===== config.mk =====
export PLATFORM = sky130hd
export DESIGN_NAME = group_top
export DESIGN_NICKNAME = d
export VERILOG_FILES = /design/src/group_pkg.sv /design/src/kernel_store.sv /design/src/group_mac.sv /design/src/group_add.sv /design/src/result_scale.sv /design/src/group_top.sv
export SDC_FILE = /design/constraint.sdc
export NUM_CORES = 2
export LEC_CHECK = 0
export ABC_AREA = 0
export ABC_CLOCK_PERIOD_IN_PS = 8900
export BUFFER_PORTS_ARGS = -buffer_cell sky130_fd_sc_hd__buf_4
export CAP_MARGIN = 25
export CORE_AREA = 2 2 237 239
export DETAILED_ROUTE_END_ITERATION = 6
export DIE_AREA = 0 0 239 241
export PLACE_DENSITY = 0.81
export SYNTH_ARGS = -nofsm -noshare
export SYNTH_HDL_FRONTEND = slang
export SYNTH_SLANG_ARGS = --single-unit

===== constraint.sdc =====
create_clock -name clk -period 8.9 [get_ports clk]
set_clock_uncertainty 0.2 [all_clocks]
set_input_delay 0.89 -clock clk [delete_from_list [all_inputs] [get_ports clk]]
set_output_delay 0.89 -clock clk [all_outputs]
set_load 0.005 [all_outputs]

===== src/group_pkg.sv =====
package group_pkg;

    // ##############################
    // widths
    // ##############################

    // a group always has four lanes since the adder tree is built for four
    localparam int GROUP_NB  = 4;
    localparam int PIX_WIDTH = 8;
    localparam int W_WIDTH   = 8;
    localparam int NUM_WIDTH = 16;
    localparam int OUT_WIDTH = 8;
    localparam int TAP_AW    = 4;

    // ##############################
    // scalar types
    // ##############################

    typedef logic signed [PIX_WIDTH-1:0] pix_t;
    typedef logic signed [W_WIDTH-1:0]   weight_t;
    typedef logic signed [NUM_WIDTH-1:0] num_t;
    typedef logic [TAP_AW-1:0]           tap_t;

    // ##############################
    // grouped types
    // ##############################

    // lane 0 sits in the low bits of every group word
    typedef struct packed {
        pix_t [GROUP_NB-1:0] lane;
    } pix_group_t;

    typedef struct packed {
        weight_t [GROUP_NB-1:0] lane;
    } weight_group_t;

    typedef struct packed {
        num_t [GROUP_NB-1:0] lane;
    } num_group_t;

    // one weight write, addressed by lane and tap
    typedef struct packed {
        logic [$clog2(GROUP_NB)-1:0] lane;
        tap_t                        tap;
        weight_t                     data;
    } weight_wr_t;

    typedef enum logic {ACT_NONE, ACT_RELU} act_mode_e;

    typedef enum logic {MAC_IDLE, MAC_ACCUM} mac_state_e;

endpackage


===== src/kernel_store.sv =====
module kernel_store #(
    parameter int unsigned TAP_NB = 9
) (
    input  logic                     clk,
    input  logic                     rst_n,
    input  logic                     w_wr,
    input  group_pkg::weight_wr_t    w_cmd,
    input  logic                     rd_en,
    input  group_pkg::tap_t          rd_tap,
    output group_pkg::weight_group_t weights
);

    // one row per tap, each row holds the weights of all four lanes
    group_pkg::weight_group_t mem [TAP_NB];

    // ##############################
    // parameter check
    // ##############################

    if (TAP_NB < 1 || TAP_NB > 2 ** group_pkg::TAP_AW) begin : g_bad_tap_nb
        $error("kernel_store TAP_NB must lie between 1 and %0d", 2 ** group_pkg::TAP_AW);
    end

    // ##############################
    // write port
    // ##############################

    // a write touches a single lane entry and leaves the other three alone
    always_ff @(posedge clk) begin
        if (w_wr && (w_cmd.tap < TAP_NB)) begin
            mem[w_cmd.tap].lane[w_cmd.lane] <= w_cmd.data;
        end
    end

    // ##############################
    // read port
    // ##############################

    // the whole row is registered so the MAC sees all lanes one cycle after rd_en
    always_ff @(posedge clk or negedge rst_n) begin
        if (!rst_n) begin
            weights <= '0;
        end else if (rd_en) begin
            weights <= mem[rd_tap];
        end
    end

endmodule


===== src/group_mac.sv =====
module group_mac #(
    parameter int unsigned TAP_NB = 9
) (
    input  logic                     clk,
    input  logic                     rst_n,
    input  logic                     pix_valid,
    input  logic                     pix_first,
    input  logic                     pix_last,
    input  group_pkg::pix_group_t    pix,
    input  group_pkg::weight_group_t weights,
    output logic                     rd_en,
    output group_pkg::tap_t          rd_tap,
    output logic                     mac_valid,
    output group_pkg::num_group_t    lanes
);

    localparam group_pkg::tap_t LAST_TAP = group_pkg::tap_t'(TAP_NB - 1);

    group_pkg::mac_state_e state;
    group_pkg::tap_t       tap_cnt;
    logic                  accept;

    // stage 1, pixels wait here for the weights coming back from the store
    logic                  pix_vld_d;
    logic                  first_d;
    logic                  last_d;
    group_pkg::pix_group_t pix_d;

    // stage 2 holds the registered products
    logic                  prod_vld;
    logic                  prod_first;
    logic                  prod_last;
    group_pkg::num_group_t prod;

    // ##############################
    // tap sequencing
    // ##############################

    // a strobe outside a window is only taken when it opens one
    assign accept = pix_valid && (pix_first || state == group_pkg::MAC_ACCUM);
    assign rd_en  = accept;
    assign rd_tap = pix_first ? '0 : tap_cnt;

    always_ff @(posedge clk or negedge rst_n) begin
        if (!rst_n) begin
            state   <= group_pkg::MAC_IDLE;
            tap_cnt <= '0;
        end else if (accept) begin
            if (pix_last) begin
                // the tail of the window is still in the pipeline
                state   <= group_pkg::MAC_IDLE;
                tap_cnt <= '0;
            end else begin
                state   <= group_pkg::MAC_ACCUM;
                tap_cnt <= (rd_tap == LAST_TAP) ? '0 : rd_tap + 1'b1;
            end
        end
    end

    // ##############################
    // marker pipeline
    // ##############################

    // first and last markers travel in step with the data they belong to
    always_ff @(posedge clk or negedge rst_n) begin
        if (!rst_n) begin
            pix_vld_d <= 1'b0;
            first_d   <= 1'b0;
            last_d    <= 1'b0;
            prod_vld  <= 1'b0;
            prod_first <= 1'b0;
            prod_last <= 1'b0;
            mac_valid <= 1'b0;
        end else begin
            pix_vld_d  <= accept;
            first_d    <= accept && pix_first;
            last_d     <= accept && pix_last;
            prod_vld   <= pix_vld_d;
            prod_first <= first_d;
            prod_last  <= last_d;
            mac_valid  <= prod_vld && prod_last;
        end
    end

    // ##############################
    // multiply and accumulate
    // ##############################

    always_ff @(posedge clk) begin
        pix_d <= pix;
        for (int i = 0; i < group_pkg::GROUP_NB; i++) begin
            // an 8 by 8 signed product always fits in the lane width
            prod.lane[i] <= group_pkg::num_t'(pix_d.lane[i]) *
                            group_pkg::num_t'(weights.lane[i]);
        end
    end

    // the first tap of a window restarts each lane from its product
    always_ff @(posedge clk) begin
        if (prod_vld) begin
            for (int i = 0; i < group_pkg::GROUP_NB; i++) begin
                lanes.lane[i] <= prod_first ? prod.lane[i] : lanes.lane[i] + prod.lane[i];
            end
        end
    end

endmodule


===== src/group_add.sv =====
module group_add (
    input  logic                  clk,
    input  logic                  rst_n,
    input  logic                  mac_valid,
    input  group_pkg::num_group_t lanes,
    output logic                  sum_valid,
    output group_pkg::num_t       sum
);

    // valid bits of stages one to four, sum_valid is the fifth
    logic [3:0] vld_pipe;

    group_pkg::num_group_t lanes_r;
    group_pkg::num_t       pair_3p [2];
    group_pkg::num_t       pair_2p [2];
    group_pkg::num_t       total_1p;

    // two's complement add that wraps at the lane width
    function automatic group_pkg::num_t add_wrap(
        input group_pkg::num_t a,
        input group_pkg::num_t b
    );
        return a + b;
    endfunction

    // ##############################
    // valid pipeline
    // ##############################

    always_ff @(posedge clk or negedge rst_n) begin
        if (!rst_n) begin
            vld_pipe  <= '0;
            sum_valid <= 1'b0;
        end else begin
            {sum_valid, vld_pipe} <= {vld_pipe, mac_valid};
        end
    end

    // ##############################
    // adder tree
    // ##############################

    always_ff @(posedge clk) begin
        // stage 1 registers the lane totals
        lanes_r <= lanes;

        // stage 2 adds neighbouring lanes
        pair_3p[0] <= add_wrap(lanes_r.lane[0], lanes_r.lane[1]);
        pair_3p[1] <= add_wrap(lanes_r.lane[2], lanes_r.lane[3]);

        // stage 3 only balances the path for timing
        pair_2p[0] <= pair_3p[0];
        pair_2p[1] <= pair_3p[1];

        // stage 4 joins the two pair sums
        total_1p <= add_wrap(pair_2p[0], pair_2p[1]);

        // stage 5 is the output register
        sum <= total_1p;
    end

endmodule


===== src/result_scale.sv =====
module result_scale #(
    parameter int unsigned SHIFT = 4
) (
    input  logic                               clk,
    input  logic                               rst_n,
    input  logic                               sum_valid,
    input  group_pkg::num_t                    sum,
    input  group_pkg::act_mode_e               act_mode,
    output logic                               out_valid,
    output logic signed [group_pkg::OUT_WIDTH-1:0] out_data
);

    // limits of the signed output range, held at the sum width
    localparam group_pkg::num_t SAT_HI =
        group_pkg::num_t'(2 ** (group_pkg::OUT_WIDTH - 1) - 1);
    localparam group_pkg::num_t SAT_LO =
        group_pkg::num_t'(-(2 ** (group_pkg::OUT_WIDTH - 1)));

    group_pkg::num_t                        shifted;
    group_pkg::num_t                        activated;
    logic signed [group_pkg::OUT_WIDTH-1:0] clipped;

    // ##############################
    // scale, activate, saturate
    // ##############################

    always_comb begin
        shifted = sum >>> SHIFT;

        activated = shifted;
        if (act_mode == group_pkg::ACT_RELU && shifted < 0) begin
            activated = '0;
        end

        // after clipping only the low bits carry information
        if (activated > SAT_HI) begin
            clipped = SAT_HI[group_pkg::OUT_WIDTH-1:0];
        end else if (activated < SAT_LO) begin
            clipped = SAT_LO[group_pkg::OUT_WIDTH-1:0];
        end else begin
            clipped = activated[group_pkg::OUT_WIDTH-1:0];
        end
    end

    always_ff @(posedge clk or negedge rst_n) begin
        if (!rst_n) begin
            out_valid <= 1'b0;
        end else begin
            out_valid <= sum_valid;
        end
    end

    always_ff @(posedge clk) begin
        out_data <= clipped;
    end

endmodule


===== src/group_top.sv =====
module group_top #(
    parameter int unsigned TAP_NB = 9,
    parameter int unsigned SHIFT  = 4
) (
    input  logic                                   clk,
    input  logic                                   rst_n,
    input  logic                                   w_wr,
    input  group_pkg::weight_wr_t                  w_cmd,
    input  logic                                   pix_valid,
    input  logic                                   pix_first,
    input  logic                                   pix_last,
    input  group_pkg::pix_group_t                  pix,
    input  group_pkg::act_mode_e                   act_mode,
    output logic                                   out_valid,
    output logic signed [group_pkg::OUT_WIDTH-1:0] out_data
);

    logic                     rd_en;
    group_pkg::tap_t          rd_tap;
    group_pkg::weight_group_t weights;
    logic                     mac_valid;
    group_pkg::num_group_t    lanes;
    logic                     sum_valid;
    group_pkg::num_t          sum;

    // ##############################
    // weight memory and lane MACs
    // ##############################

    kernel_store #(
        .TAP_NB (TAP_NB)
    ) kernel_store_i (
        .clk     (clk),
        .rst_n   (rst_n),
        .w_wr    (w_wr),
        .w_cmd   (w_cmd),
        .rd_en   (rd_en),
        .rd_tap  (rd_tap),
        .weights (weights)
    );

    group_mac #(
        .TAP_NB (TAP_NB)
    ) group_mac_i (
        .clk       (clk),
        .rst_n     (rst_n),
        .pix_valid (pix_valid),
        .pix_first (pix_first),
        .pix_last  (pix_last),
        .pix       (pix),
        .weights   (weights),
        .rd_en     (rd_en),
        .rd_tap    (rd_tap),
        .mac_valid (mac_valid),
        .lanes     (lanes)
    );

    // ##############################
    // reduction and output stage
    // ##############################

    group_add group_add_i (
        .clk       (clk),
        .rst_n     (rst_n),
        .mac_valid (mac_valid),
        .lanes     (lanes),
        .sum_valid (sum_valid),
        .sum       (sum)
    );

    // act_mode is a level held over the window, so it feeds the scaler directly
    result_scale #(
        .SHIFT (SHIFT)
    ) result_scale_i (
        .clk       (clk),
        .rst_n     (rst_n),
        .sum_valid (sum_valid),
        .sum       (sum),
        .act_mode  (act_mode),
        .out_valid (out_valid),
        .out_data  (out_data)
    );

endmodule


==> load_flow_metrics.sql <==
INSERT INTO impl_metrics (metric_group, metric, value, unit) VALUES
('outcome', 'outcome', 'complete, no violations', ''),
('global_routing', 'grt_antenna_before_repair', '0', ''),
('route', 'wl_met1', '29700', 'um'),
('route', 'via_count', '22201', ''),
('sta', 'setup_tns', '0', 'ns'),
('logic_synthesis', 'synth_area_per_inst', '11.7', 'um2'),
('route', 'avgRoutedWirePerCell', '18.4', 'um'),
('critical_path', 'regToRegSetupSlack', '4.19', 'ns'),
('finish', 'final_layout_size_suffix_gt1_share', '7.40', '%'),
('logic_synthesis', 'yosys-top-cells-area', 'edfxtp_1 (30%), dfxtp_1 (14%), fa_1 (13%)', ''),
('global_routing', 'first_pass_grt_wire_length', '117000', 'um'),
('cts', 'cts_setup_buffers', '0', ''),
('power_and_ir_drop', 'p_leak', '16.3', 'nW'),
('critical_path', 'r2r-end', 'group_mac_i.prod[31]', ''),
('critical_path', 'critPathArrivalTime', '5.04', 'ns'),
('critical_path', 'critPathCaptureType', 'register', ''),
('critical_path', 'worst_ep_required_time', '9.23', 'ns'),
('finish', 'design_area', '38900', 'um2'),
('logic_synthesis', 'synth-async-reset-ratio', '7.60', '%'),
('critical_path', 'cp_max_fo', '9', ''),
('sta', 'drv_slew', '0', ''),
('sta', 'maxSlewHeadroom', '37.5', '%'),
('route', 'drt_first_pass_iters', '5', ''),
('power_and_ir_drop', 'worst_ir_drop_vdd', '0.240', 'mV'),
('logic_synthesis', 'commonest_register_cell_after_synthesis', 'edfxtp_1', ''),
('sta', 'period_needed', '4.71', 'ns'),
('sta', 'rsz0062_at_grt', 'no', ''),
('placed_design', 'place.gp.congestion', '0.884', ''),
('critical_path', 'crit-reg2reg-launch', 'kernel_store_i.weights[10]', ''),
('critical_path', 'crit_type', 'register to register', ''),
('placed_design', 'place_area', '36600', 'um2'),
('finish', 'area_delta_synth_final', '9.73', '%'),
('route', 'initialDrtViolationCount', '1804', ''),
('sta', 'setup_violations', '0', ''),
('route', 'postRouteWirelength', '71200', 'um'),
('sta', 'timing.fmax', '0.212', 'GHz'),
('cts', 'num_clock_sinks', '658', ''),
('hold_path', 'hp-class', 'primary input to async pin', ''),
('job', 'max_cap_violations', '0', ''),
('cts', 'hold_buffers', '0', ''),
('route', 'remaining_drc_errors', '0', ''),
('route', 'detailroute.wirelength.met2', '35000', 'um'),
('finish', 'area_taken_by_flip_flops_and_latches', '17000', 'um2'),
('cts', 'cts_root_buffer', 'clkbuf_16', ''),
('sta', 'final_hold_fails', '0', ''),
('die', 'die_y', '241', 'um'),
('logic_synthesis', 'synth_edf_count', '352', ''),
('die', 'chipWidth', '239', 'um'),
('critical_path', 'critical_path.startpoint_type', 'register', ''),
('die', 'initial_core_util', '64.6', '%'),
('route', 'drtAntennaViolNets', '0', ''),
('logic_synthesis', 'mappedNetlistNets', '3534', ''),
('cts', 'postCtsResizedCells', '0', ''),
('logic_synthesis', 'ys.warnings.count', '0', ''),
('die', 'io_pins', '62', ''),
('global_routing', 'grt_remaining_overflow', '0', ''),
('global_routing', 'grt_pass1_vias', '23133', ''),
('critical_path', 'crit_start', 'kernel_store_i.weights[10]', ''),
('placed_design', 'detailed_placement_wirelength_estimate', '51100', 'um'),
('finish', 'multi_input_area', '16800', 'um2'),
('finish', 'finalNetCount', '3608', ''),
('cts', 'clock_latency', '0.62', 'ns'),
('cts', 'cts_buffers', '69', ''),
('logic_synthesis', 'post_synth_inst_count', '3033', ''),
('logic_synthesis', 'ys_ff_latch', '658', ''),
('logic_synthesis', 'synth-seq-area-share', '47.8', '%'),
('critical_path', 'ff2ff_path_depth', '15', ''),
('cts', 'clkTransAtPathRegs', '0.06', 'ns'),
('global_routing', 'gr-usage-all-layers', '25.7', '%'),
('route', 'met3_length', '4070', 'um'),
('route', 'route.detailed.vias_per_inst', '5.74', '');
[state kept, by name, indices dropped and copies added, names as in the netlist, 4 cells and up]
name,cells
kernel_store_i.mem,288
group_add_i.lanes_r,64
group_mac_i.lanes,64
group_mac_i.prod,64
group_add_i.pair_2p,32
group_add_i.pair_3p,32
group_mac_i.pix_d,32
kernel_store_i.weights,32
group_add_i.sum,12
group_add_i.total_1p,12
result_scale_i.out_data,8
group_add_i.vld_pipe,4
group_mac_i.tap_cnt,4
[power by group]
part	switching (mW)	leakage (nW)	total [mW]	internal (mW)
sequential	0.425	5.99	4.51	4.08
clock	1.19	1.11	2.86	1.68
combinational	4.04	9.23	7.42	3.37
total	5.66	16.3	14.8	9.13
[cell type report]
class / count / area share, %
Clock buffer: 97 / 5.05
Tap cell: 704 / 2.26
Timing Repair Buffer: 73 / 1.41
Multi-Input combinational cell: 1930 / 43.3
Sequential cell: 658 / 43.6
Inverter: 375 / 3.62
Clock inverter: 31 / 0.826
[worst max path at each step]
stage,to,slack (ns),depth (start not counted)
5_1_grt,group_mac_i.prod[46],3.94,16
2_1_floorplan,group_mac_i.prod[31],4.45,16
4_1_cts,group_mac_i.prod[31],4.19,15
6_report,group_mac_i.prod[31],4.19,15
3_5_place_dp,group_mac_i.prod[31],4.21,15
3_3_place_gp,group_mac_i.prod[31],4.31,15
[worst max-delay path, stage by stage (launching register included)]
cell     delay, ns
dfrtp_1       0.48
nand2_1       0.17
fa_1          0.63
fa_1          0.52
inv_1         0.05
fa_1          0.48
inv_1         0.05
fa_1          0.47
inv_1         0.04
ha_1          0.34
a21o_1        0.18
a21o_1        0.18
a22o_1        0.25
a211o_1       0.28
a21oi_1       0.18
xnor2_1       0.13
[cells by family after synthesis]
family / synth area share, %
mux: 4.26
flops: 47.8
xor+xnor: 3.26
compound gates: 8.72
simple gates: 10.6
buf+inv: 4.79
fa+ha+maj: 20.6
[placed cells by master (no fill, tap or decap), drive strengths merged, types with 6 or more instances in the layout]
cell type / count
xnor2: 91
nand2: 186
buf: 73
a31oi: 6
nor2b: 51
or3: 11
or4: 9
fa: 226
mux2i: 70
and2: 176
clkbuf: 97
o31ai: 23
nor3: 37
o21a: 33
o21ai: 184
o311ai: 6
a21oi: 92
o21bai: 6
and4: 8
clkinv: 19
dfrtp: 50
o22ai: 33
nor4: 8
nand2b: 16
mux4: 32
a21boi: 8
nand3: 23
a211oi: 20
inv: 381
ha: 222
a21o: 42
xor2: 41
edfxtp: 352
dfxtp: 256
nor2: 175
mux2: 8
and3: 14
nand4: 11
[routing by layer]
layer | vias up | track usage (%)
met3 | 169 | 3.82
met2 | 739 | 44.2
met1 | 10750 | 33.5
met4 | 0 | 9.39
met5 | - | 0
li1 | 10543 | -
[metrics by stage]
stage               std cells  setup WS [ns]  total power [mW]  util, %  hold WS, ns
global placement         3740           4.31              11.5     66.8        0.110
floorplan                3033           4.45              10.3        -        0.110
global route             3868           3.94              16.1     70.9        0.121
detailed placement       3740           4.21              11.9     66.8        0.112
CTS                      3868           4.19              14.8     70.9       0.0990
finish                   3868           4.19              14.8     70.9        0.101
(Power assumes the default switching activity.)
